==> src/chn_reg_pkg.sv <==
// DMA channel register definitions
package chn_reg_pkg;

  // ##################################################
  // Bus and address map
  // ##################################################
  localparam int unsigned REG_ADDR_W = 10;  // Decoded address bits
  localparam int unsigned DATA_W     = 32;

  localparam logic [REG_ADDR_W-1:0] CHN_BASE_ADDR = 10'h120;

  localparam logic [REG_ADDR_W-1:0] OFS_SAR        = 10'h00;
  localparam logic [REG_ADDR_W-1:0] OFS_DAR        = 10'h04;
  localparam logic [REG_ADDR_W-1:0] OFS_CTRL_A     = 10'h08;
  localparam logic [REG_ADDR_W-1:0] OFS_CTRL_B     = 10'h0C;
  localparam logic [REG_ADDR_W-1:0] OFS_INT_MASK   = 10'h10;
  localparam logic [REG_ADDR_W-1:0] OFS_INT_STATUS = 10'h14;
  localparam logic [REG_ADDR_W-1:0] OFS_INT_CLEAR  = 10'h18;
  localparam logic [REG_ADDR_W-1:0] OFS_SOFT_REQ   = 10'h1C;
  localparam logic [REG_ADDR_W-1:0] OFS_EN         = 10'h20;

  // ##################################################
  // Register fields
  // ##################################################
  localparam int unsigned BLOCK_W = 12;

  // Interrupt sources, same bit order in mask, status and clear
  localparam int unsigned INT_ERR    = 0;
  localparam int unsigned INT_TFR    = 1;
  localparam int unsigned INT_HTFR   = 2;
  localparam int unsigned INT_TRGCMP = 3;
  localparam int unsigned INT_PEND   = 4;
  localparam int unsigned INT_SRC_N  = 5;

  typedef enum logic [1:0] {
    IDLE   = 2'b00,
    BUSY   = 2'b01,
    NONSEQ = 2'b10,
    SEQ    = 2'b11
  } htrans_e;

  typedef enum logic [3:0] {
    SEL_NONE, SEL_SAR, SEL_DAR, SEL_CTRL_A, SEL_CTRL_B,
    SEL_INT_MASK, SEL_INT_STATUS, SEL_INT_CLEAR, SEL_SOFT_REQ, SEL_EN
  } reg_sel_e;

endpackage

==> src/chn_ahb_slave.sv <==
// AHB slave decode and read mux
`timescale 1ns/1ps

module chn_ahb_slave import chn_reg_pkg::*; (
  input  logic              hclk,
  input  logic              hrst_n,
  input  logic [31:0]       haddr,
  input  logic              hsel,
  input  htrans_e           htrans,
  input  logic              hwrite,
  input  logic [DATA_W-1:0] cfg_rdata_sar,
  input  logic [DATA_W-1:0] cfg_rdata_dar,
  input  logic [DATA_W-1:0] cfg_rdata_ctrl_a,
  input  logic [DATA_W-1:0] cfg_rdata_ctrl_b,
  input  logic [DATA_W-1:0] cfg_rdata_en,
  input  logic [DATA_W-1:0] int_rdata_mask,
  input  logic [DATA_W-1:0] int_rdata_status,
  output reg_sel_e          reg_sel,
  output logic              reg_wr,
  output logic              reg_rd,
  output logic [DATA_W-1:0] hrdata
);

  logic     xfer_vld;
  reg_sel_e sel_nxt;

  assign xfer_vld = hsel && (htrans == NONSEQ || htrans == SEQ);

  // ##################################################
  // Address phase
  // ##################################################
  always_comb begin
    case (haddr[REG_ADDR_W-1:0])
      CHN_BASE_ADDR + OFS_SAR:        sel_nxt = SEL_SAR;
      CHN_BASE_ADDR + OFS_DAR:        sel_nxt = SEL_DAR;
      CHN_BASE_ADDR + OFS_CTRL_A:     sel_nxt = SEL_CTRL_A;
      CHN_BASE_ADDR + OFS_CTRL_B:     sel_nxt = SEL_CTRL_B;
      CHN_BASE_ADDR + OFS_INT_MASK:   sel_nxt = SEL_INT_MASK;
      CHN_BASE_ADDR + OFS_INT_STATUS: sel_nxt = SEL_INT_STATUS;
      CHN_BASE_ADDR + OFS_INT_CLEAR:  sel_nxt = SEL_INT_CLEAR;
      CHN_BASE_ADDR + OFS_SOFT_REQ:   sel_nxt = SEL_SOFT_REQ;
      CHN_BASE_ADDR + OFS_EN:         sel_nxt = SEL_EN;
      default:                        sel_nxt = SEL_NONE;
    endcase
  end

  // Strobes cover exactly the data phase that follows
  always_ff @(posedge hclk or negedge hrst_n) begin
    if (!hrst_n) begin
      reg_sel <= SEL_NONE;
      reg_wr  <= 1'b0;
      reg_rd  <= 1'b0;
    end else begin
      reg_sel <= xfer_vld ? sel_nxt : SEL_NONE;
      reg_wr  <= xfer_vld && (sel_nxt != SEL_NONE) && hwrite;
      reg_rd  <= xfer_vld && (sel_nxt != SEL_NONE) && !hwrite;
    end
  end

  // ##################################################
  // Data phase read mux
  // ##################################################
  always_comb begin
    hrdata = '0;
    if (reg_rd) begin
      case (reg_sel)
        SEL_SAR:        hrdata = cfg_rdata_sar;
        SEL_DAR:        hrdata = cfg_rdata_dar;
        SEL_CTRL_A:     hrdata = cfg_rdata_ctrl_a;
        SEL_CTRL_B:     hrdata = cfg_rdata_ctrl_b;
        SEL_INT_MASK:   hrdata = int_rdata_mask;
        SEL_INT_STATUS: hrdata = int_rdata_status;
        SEL_EN:         hrdata = cfg_rdata_en;
        default:        hrdata = '0;  // Write-only registers read zero
      endcase
    end
  end

  a_wr_rd_excl: assert property (@(posedge hclk) disable iff (!hrst_n)
    !(reg_wr && reg_rd));

endmodule

==> src/chn_cfg_regs.sv <==
// Channel configuration registers
`timescale 1ns/1ps

module chn_cfg_regs import chn_reg_pkg::*; (
  input  logic               hclk,
  input  logic               hrst_n,
  input  reg_sel_e           reg_sel,
  input  logic               reg_wr,
  input  logic [31:0]        hwdata,
  input  logic               en_clr,
  output logic [31:0]        sar,
  output logic [31:0]        dar,
  output logic [1:0]         src_inc,
  output logic [1:0]         dst_inc,
  output logic [1:0]         src_width,
  output logic [1:0]         dst_width,
  output logic [BLOCK_W-1:0] block_size,
  output logic [2:0]         int_mode,
  output logic               endian,
  output logic               src_dtlgc,
  output logic [1:0]         trig_mode,
  output logic               int_en,
  output logic               chn_en,
  output logic               sfwtrg,
  output logic [31:0]        cfg_rdata_sar,
  output logic [31:0]        cfg_rdata_dar,
  output logic [31:0]        cfg_rdata_ctrl_a,
  output logic [31:0]        cfg_rdata_ctrl_b,
  output logic [31:0]        cfg_rdata_en
);

  logic cfg_wr;
  logic soft_req_wr;

  // Configuration is frozen while the channel runs
  assign cfg_wr      = reg_wr && !chn_en;
  assign soft_req_wr = reg_wr && (reg_sel == SEL_SOFT_REQ);

  // ##################################################
  // Addresses and control words
  // ##################################################
  always_ff @(posedge hclk or negedge hrst_n) begin
    if (!hrst_n) begin
      sar <= '0;
      dar <= '0;
    end else begin
      if (cfg_wr && reg_sel == SEL_SAR) sar <= hwdata;
      if (cfg_wr && reg_sel == SEL_DAR) dar <= hwdata;
    end
  end

  always_ff @(posedge hclk or negedge hrst_n) begin
    if (!hrst_n) begin
      int_mode   <= '0;
      block_size <= '0;
      src_inc    <= '0;
      dst_inc    <= '0;
      src_width  <= '0;
      dst_width  <= '0;
    end else if (cfg_wr && reg_sel == SEL_CTRL_A) begin
      int_mode   <= hwdata[26:24];
      block_size <= hwdata[23:12];
      src_inc    <= hwdata[7:6];
      dst_inc    <= hwdata[5:4];
      src_width  <= hwdata[3:2];
      dst_width  <= hwdata[1:0];
    end
  end

  always_ff @(posedge hclk or negedge hrst_n) begin
    if (!hrst_n) begin
      endian    <= 1'b0;
      src_dtlgc <= 1'b0;
      trig_mode <= '0;
      int_en    <= 1'b0;
    end else if (cfg_wr && reg_sel == SEL_CTRL_B) begin
      endian    <= hwdata[14];
      src_dtlgc <= hwdata[13];
      trig_mode <= hwdata[2:1];
      int_en    <= hwdata[0];
    end
  end

  // ##################################################
  // Enable and software request
  // ##################################################
  always_ff @(posedge hclk or negedge hrst_n) begin
    if (!hrst_n) begin
      chn_en <= 1'b0;
      sfwtrg <= 1'b0;
    end else begin
      if (reg_wr && reg_sel == SEL_EN)
        chn_en <= hwdata[0];  // Software write beats the engine clear
      else if (en_clr)
        chn_en <= 1'b0;
      sfwtrg <= soft_req_wr && hwdata[0];
    end
  end

  assign cfg_rdata_sar    = sar;
  assign cfg_rdata_dar    = dar;
  assign cfg_rdata_ctrl_a = {5'b0, int_mode, block_size, 4'b0,
                             src_inc, dst_inc, src_width, dst_width};
  assign cfg_rdata_ctrl_b = {17'b0, endian, src_dtlgc, 10'b0, trig_mode, int_en};
  assign cfg_rdata_en     = {31'b0, chn_en};

  a_sfwtrg_pulse: assert property (@(posedge hclk) disable iff (!hrst_n)
    sfwtrg |=> !sfwtrg);

endmodule

==> src/chn_int_ctrl.sv <==
// Channel interrupt controller
`timescale 1ns/1ps

module chn_int_ctrl import chn_reg_pkg::*; (
  input  logic        hclk,
  input  logic        hrst_n,
  input  reg_sel_e    reg_sel,
  input  logic        reg_wr,
  input  logic [31:0] hwdata,
  input  logic        int_en,
  input  logic        ev_err,
  input  logic        ev_tfr,
  input  logic        ev_htfr,
  input  logic        ev_trgcmp,
  input  logic        ev_pend,
  output logic        irq,
  output logic        pend,
  output logic [31:0] int_rdata_mask,
  output logic [31:0] int_rdata_status
);

  logic [INT_SRC_N-1:0] ev_vec;
  logic [INT_SRC_N-1:0] mask;
  logic [INT_SRC_N-1:0] status;
  logic [INT_SRC_N-1:0] clr;

  always_comb begin
    ev_vec             = '0;
    ev_vec[INT_ERR]    = ev_err;
    ev_vec[INT_TFR]    = ev_tfr;
    ev_vec[INT_HTFR]   = ev_htfr;
    ev_vec[INT_TRGCMP] = ev_trgcmp;
    ev_vec[INT_PEND]   = ev_pend;
  end

  // ##################################################
  // Mask, clear pulses and sticky status
  // ##################################################
  always_ff @(posedge hclk or negedge hrst_n) begin
    if (!hrst_n) begin
      mask <= '0;
      clr  <= '0;
    end else begin
      if (reg_wr && reg_sel == SEL_INT_MASK)
        mask <= hwdata[INT_SRC_N-1:0];
      // Clear lasts one cycle after the data phase
      clr <= (reg_wr && reg_sel == SEL_INT_CLEAR) ? hwdata[INT_SRC_N-1:0] : '0;
    end
  end

  // A new event wins over a clear in the same cycle
  always_ff @(posedge hclk or negedge hrst_n) begin
    if (!hrst_n)
      status <= '0;
    else
      status <= ev_vec | (status & ~clr);
  end

  assign irq  = |(status & mask) && int_en;
  assign pend = status[INT_PEND];

  assign int_rdata_mask   = {{(32-INT_SRC_N){1'b0}}, mask};
  assign int_rdata_status = {{(32-INT_PEND){1'b0}}, status[INT_PEND-1:0]};  // No pend here

  for (genvar i = 0; i < INT_SRC_N; i++) begin : g_ev_chk
    a_ev_sets_status: assert property (@(posedge hclk) disable iff (!hrst_n)
      ev_vec[i] |=> status[i]);
  end

endmodule

==> src/chn_reg_top.sv <==
// DMA channel register block
`timescale 1ns/1ps

module chn_reg_top import chn_reg_pkg::*; (
  input  logic               hclk,
  input  logic               hrst_n,
  input  logic [31:0]        haddr,
  input  logic               hsel,
  input  htrans_e            htrans,
  input  logic               hwrite,
  input  logic [31:0]        hwdata,
  output logic [DATA_W-1:0]  hrdata,
  output logic [31:0]        sar,
  output logic [31:0]        dar,
  output logic [1:0]         src_inc,
  output logic [1:0]         dst_inc,
  output logic [1:0]         src_width,
  output logic [1:0]         dst_width,
  output logic [BLOCK_W-1:0] block_size,
  output logic [2:0]         int_mode,
  output logic               endian,
  output logic               src_dtlgc,
  output logic [1:0]         trig_mode,
  output logic               chn_en,
  output logic               sfwtrg,
  output logic               irq,
  output logic               pend,
  input  logic               en_clr,
  input  logic               ev_err,
  input  logic               ev_tfr,
  input  logic               ev_htfr,
  input  logic               ev_trgcmp,
  input  logic               ev_pend
);

  reg_sel_e    reg_sel;
  logic        reg_wr, reg_rd;
  logic        int_en;
  logic [31:0] cfg_rdata_sar, cfg_rdata_dar, cfg_rdata_ctrl_a;
  logic [31:0] cfg_rdata_ctrl_b, cfg_rdata_en;
  logic [31:0] int_rdata_mask, int_rdata_status;

  chn_ahb_slave u_slave (.*);

  chn_cfg_regs u_cfg (.*);

  chn_int_ctrl u_int (.*);

endmodule

==> config.mk <==
export PLATFORM = sky130hd
export DESIGN_NAME = chn_reg_top
export DESIGN_NICKNAME = d
export VERILOG_FILES = /design/src/chn_reg_pkg.sv /design/src/chn_ahb_slave.sv /design/src/chn_cfg_regs.sv /design/src/chn_int_ctrl.sv /design/src/chn_reg_top.sv
export SDC_FILE = /design/constraint.sdc
export NUM_CORES = 1
export LEC_CHECK = 0
export BUFFER_PORTS_ARGS = -buffer_cell sky130_fd_sc_hd__buf_2
export CAP_MARGIN = 20
export CORE_ASPECT_RATIO = 0.9
export CORE_MARGIN = 2
export CORE_UTILIZATION = 60
export CTS_CLUSTER_SIZE = 8
export DETAILED_ROUTE_END_ITERATION = 8
export PLACE_DENSITY = 0.87
export SLEW_MARGIN = 20
export SYNTH_ARGS = -nofsm -noshare
export SYNTH_HDL_FRONTEND = slang
export SYNTH_HIERARCHICAL = 1
export SYNTH_SLANG_ARGS = --single-unit
==> constraint.sdc <==
create_clock -name hclk -period 2.7 [get_ports hclk]
set_input_delay 0.135 -clock hclk [delete_from_list [all_inputs] [get_ports hclk]]
set_output_delay 0.135 -clock hclk [all_outputs]
set_load 0.01 [all_outputs]
# == Word level (Yosys, flattened, before mapping) ==
# Cells that the tools add are included.
# totals
register_bits,115
latchBits,0
mem_bits_rw,0
romBits,0
out_inout_bits,127
elab_cells,72
mem_count,0
# op_classes
n_addsub,0
multipliers,0
div,0
n_lt_le_gt_ge,0
eq_ne,20
shifts,0
mux,7
n_bitwise,4
n_reduce_logical,21
# op_table
operator,count
$pmux W32 S7,1
$eq A10 B9 Y1 const B,9
$pmux W4 S9,1
$mux W32,1
$eq A4 B3 Y1 const B,4
$logic_and A1 B1 Y1,15
$and A5 B5 Y5,2
$eq A4 B2 Y1 const B,2
$eq A4 B4 Y1 const B,2
$mux W5,1
$not A5 Y5,1
$or A5 B5 Y5,1
$reduce_or A5 Y1,1
$eq A2 B2 Y1 const B,2
$eq A4 B1 Y1 const B,1
$mux W4,1
$reduce_bool A4 Y1,1
$logic_not A1 Y1,2
$mux W1,2
$reduce_bool A2 Y1,1
$logic_or A1 B1 Y1,1

# == Logic depth before layout (Yosys ltp) ==
# logic_depth
ltp_word,5
ltp_mapped,6
ltp_nobuf,3

# == Modules after synthesis ==
# Netlist, hierarchy kept.
# modules_own_cells
module,n_inst,cells_each,area_per_inst_um2
chn_cfg_regs,1,367,4810.9
chn_ahb_slave,1,409,3362.0
chn_int_ctrl,1,97,1003.5

# == Worst setup path before layout ==
# OpenSTA, ideal clock, no wires.
# synth_path
path_kind,reg-to-reg
start,reg u_cfg.chn_en
end,reg u_cfg.block_size[0]
setup_time_ns,0.125
arrival_ns,1.568
required_time_ns,2.575
path_slack_ns,1.007
stages_incl_launch_ff,6
path_buffers,2
synth_period_minus_slack_ns,1.693
cell_sequence,dfrtp_1 > nor4b_4 > and3_1 > buf_4 > buf_12 > mux2_2
# synth_via
elab_chain_cells,3
# synth_lines
element,line_no,rtl
"start, declared",chn_cfg_regs.sv:23,"output logic chn_en,"
"start signal, assigned",chn_cfg_regs.sv:93,chn_en <= hwdata[0];
$logic_not A1 Y1,chn_cfg_regs.sv:36,assign cfg_wr = reg_wr && !chn_en;
$logic_and A1 B1 Y1,chn_cfg_regs.sv:36,
$logic_and A1 B1 Y1,chn_cfg_regs.sv:60,end else if (cfg_wr && reg_sel == SEL_CTRL_A) begin
"end signal, assigned",chn_cfg_regs.sv:62,block_size <= hwdata[23:12];
"end, declared",chn_cfg_regs.sv:17,"output logic [BLOCK_W-1:0] block_size,"
# Every way passes these cells.
# A chain may end at the register's enable or synchronous reset.

# == Final worst setup path ==
# layout_path
start,reg u_slave.reg_sel[2]
end,out hrdata[12]
# layout_via
elab_chain_cells,3
elab_cells_between_ends,9
# layout_lines
element,line_no,rtl
"start, declared",chn_ahb_slave.sv:18,"output reg_sel_e reg_sel,"
"start signal, assigned",chn_ahb_slave.sv:54,reg_sel <= xfer_vld ? sel_nxt : SEL_NONE;
$eq A4 B4 Y1 (tied with other cells),chn_ahb_slave.sv:66,case (reg_sel)
$pmux W32 S7 *,chn_ahb_slave.sv:66,
$mux W32 *,chn_ahb_slave.sv:65,if (reg_rd) begin
"end, declared",chn_reg_top.sv:12,"output logic [DATA_W-1:0] hrdata,"
# Every way passes the cells marked *; elsewhere a longest branch is shown, timed or not.

==> out/results.ini <==
[synthesis]
synth_edf_count=0
syn-instance-count=873
ys_warn_count=6
synth_area_sq_mm=0.009176
synth_cell_type_count=51
synthArstFlopShare_pct=100.0
ys.flop_type=dfrtp_1
synth_seq_area_share_pct=31.36
synth-seq-cells=115
avgSynthCellArea_sq_um=10.51

[layout]
most-common-layout-cells=buf_2 (178), conb_1 (122), and3b_1 (118)
postLayoutCoreUtil_pct=66.41
areaGrowthSynthToFinish_pct=7.254
drive_gt1_share_pct=38.31
fin_nets=1047
antennaDiodeCount=0
final_common_cell=buf_2

[detailed_routing]
ant_nets=0
firstDrtPassIters=4
drc_errors=0
wire_per_inst_um=17.18
totalWireLength_um=20310
first_iter_violations=352
via_per_inst=5.371
vias=6349

[timing]
max_slew.worst_pin.slew_ps=733.4
maxSlewHeadroom_pct=51.11
drv_slew=0
skew_ps=10.91
fin_crit_ps=2517
timing.final.hold_violations=0
rsz0062_at_grt=no
tns_ps=0
final-setup-viol-count=0
setup_slack_ps=183.3
clock.fmax_ghz=0.3974
post-route-period-util_pct=93.21

[worst_setup_path]
critical_path_class=flip-flop to output pin
arrival_ps=2380
critPathLaunchType=flip-flop
path_max_fanout=34
end_kind=output pin
worst_ep_required_time_ps=2570

[pwr]
p_leak_nw=4.765
p_per_area_mw_per_mm2=443.5
ir_drop_mv=0.4130

[die]
die_w_um=134.4
io_pins=203
dieArea_sq_mm=0.01630
rows=42
coreArea_sq_mm=0.01482
start_util_pct=61.92
die_h_um=121.3

[cts]
cts_resized=0
cts_tree=done
cts_made_buffers=17
htreeDepth=4
clockBufferDepth=2
cts.sink_count=115
clk_latency_ps=420
clkTransAtPathRegs_ps=60
cts-root-buf=clkbuf_16

[placement]
dp_hpwl_um=13060
place_ws_ps=588.5
numPortBuffers=179
place_congestion=0.8064

[min_path]
hp-class=primary input to flip-flop

[global_routing]
grt_pass1_vias=6344
grt_pass1_wl_um=32340
antenna_found_initial=0
grt.total_usage_pct=25.27
grt_max_degree=79
grt_overflow=0

[status]
status=completed

[run]
drv_cap=0

## power by group
part	switching (W)	leakage (nW)	internal (W)	total [W]
sequential	0.0000438	1.41	0.00178	0.00182
clock	0.000859	0.277	0.00137	0.00222
combinational	0.000159	3.07	0.000160	0.000319
total	0.00106	4.77	0.00330	0.00437
## layout make-up
| class | count | area (sq um) |
|---|---|---|
| fill | 1135 | 4977 |
| timing repair buffer | 238 | 1469 |
| sequential | 115 | 2888 |
| tap | 198 | 247.7 |
| clock inverter | 14 | 153.9 |
| clock buffer | 18 | 429.2 |
| inverter | 7 | 26.28 |
| multi-input combinational | 592 | 4628 |
## flip-flops by register name (all words and copies together), names as in the netlist, 2 cells and up
register	cells
u_cfg/cfg_rdata_dar	32
u_int/clr	5
u_cfg/block_size	12
u_cfg/src_width	2
u_cfg/int_mode	3
u_int/mask	5
u_cfg/cfg_rdata_sar	32
u_cfg/src_inc	2
u_int/status	5
u_cfg/dst_width	2
u_slave/reg_sel	4
u_cfg/dst_inc	2
u_cfg/trig_mode	2
## through the flow
stage / power, W / instance area, sq um / hold WS (ps) / cells
final: 0.004365 / 9842 / 22.28 / 1182
after global routing: 0.004523 / 9842 / 28.58 / 1182
after CTS: 0.004397 / 9842 / 5.718 / 1182
after detailed placement: 0.002125 / 8899 / 233.6 / 1114
after global placement: 0.002113 / 8899 / 224.5 / 1114
after floorplan: 0.002159 / 9627 / -160.6 / 993
## cell usage after synthesis (all sizes together) (4+ instances only)
| cell type | instances | share of area, % |
|---|---|---|
| nand4b | 13 | 1.2 |
| nor3b | 4 | 0.57 |
| inv | 7 | 0.29 |
| clkbuf | 11 | 0.49 |
| mux2 | 118 | 15 |
| nor2b | 4 | 0.35 |
| and3b | 118 | 11 |
| a41oi | 12 | 1.1 |
| and4b | 5 | 0.55 |
| nand3 | 8 | 0.44 |
| nor4bb | 4 | 0.44 |
| nor2 | 5 | 0.23 |
| dfrtp | 115 | 31 |
| a21o | 17 | 1.4 |
| nand2 | 8 | 0.35 |
| o21ai | 64 | 3.5 |
| nand3b | 6 | 0.57 |
| nor4b | 6 | 1.1 |
| a22oi | 21 | 2.3 |
| and2 | 5 | 0.34 |
| buf | 268 | 22 |
| nand4bb | 12 | 1.5 |
| a31oi | 20 | 1.4 |
## timing repair
| item | 4_1_cts | 5_1_grt |
|---|---|---|
| hold endpoints to repair | 134 | 0 |
| setup buffers | 0 | 0 |
| endpoints found under the setup margin | 0 | 0 |
| hold buffers | 36 | 0 |
## kinds of logic (layout without fill, tap and decap cells)
kind of cell / count (synthesis) / count (layout) / share of synthesized area (%)
AOI/OAI and AO/OA: 143 / 143 / 10.51
xor gates and xnor gates: 2 / 2 / 0.1909
buffers and inverters: 286 / 277 / 23.26
DFF: 115 / 115 / 31.36
muxes: 118 / 118 / 14.89
other: 2 / 122 / 0.08184
and+or+nand+nor: 207 / 207 / 19.70
## metal layers
metal  global-route usage [%]  part of all wire (%)  up-vias
met5                        0                     0        -
met4                    7.237                   1.1        0
met3                    6.349                   5.5       19
met2                    44.16                    50      178
met1                    30.94                    43     3138
li1                         -                     -     3014
## path summary, 6_finish.rpt
check,cells past startpoint,to,slack (ps),start
worst min register to register,1,u_cfg/src_width[1]$_DFFE_PN0P_,510,u_cfg/src_width[1]$_DFFE_PN0P_
max in group asynchronous,3,u_cfg/cfg_rdata_sar[8]$_DFFE_PN0P_,1610,hrst_n
worst min-delay path,2,u_int/clr[3]$_DFF_PN0_,20,hwdata[3]
min in group asynchronous,2,u_cfg/cfg_rdata_dar[25]$_DFFE_PN0P_,320,hrst_n
worst max register to register,4,u_cfg/block_size[4]$_DFFE_PN0P_,600,u_slave/reg_sel[2]$_DFF_PN0_
worst max-delay path,5,hrdata[12],180,u_slave/reg_sel[2]$_DFF_PN0_
## worst max-delay path, stage by stage, from the launching register on
cell      delay, ps
dfrtp_4         670
nor2b_4         360
o221ai_4        260
buf_12          240
a41oi_1         230
buf_2           180
(Power assumes the default switching activity.)
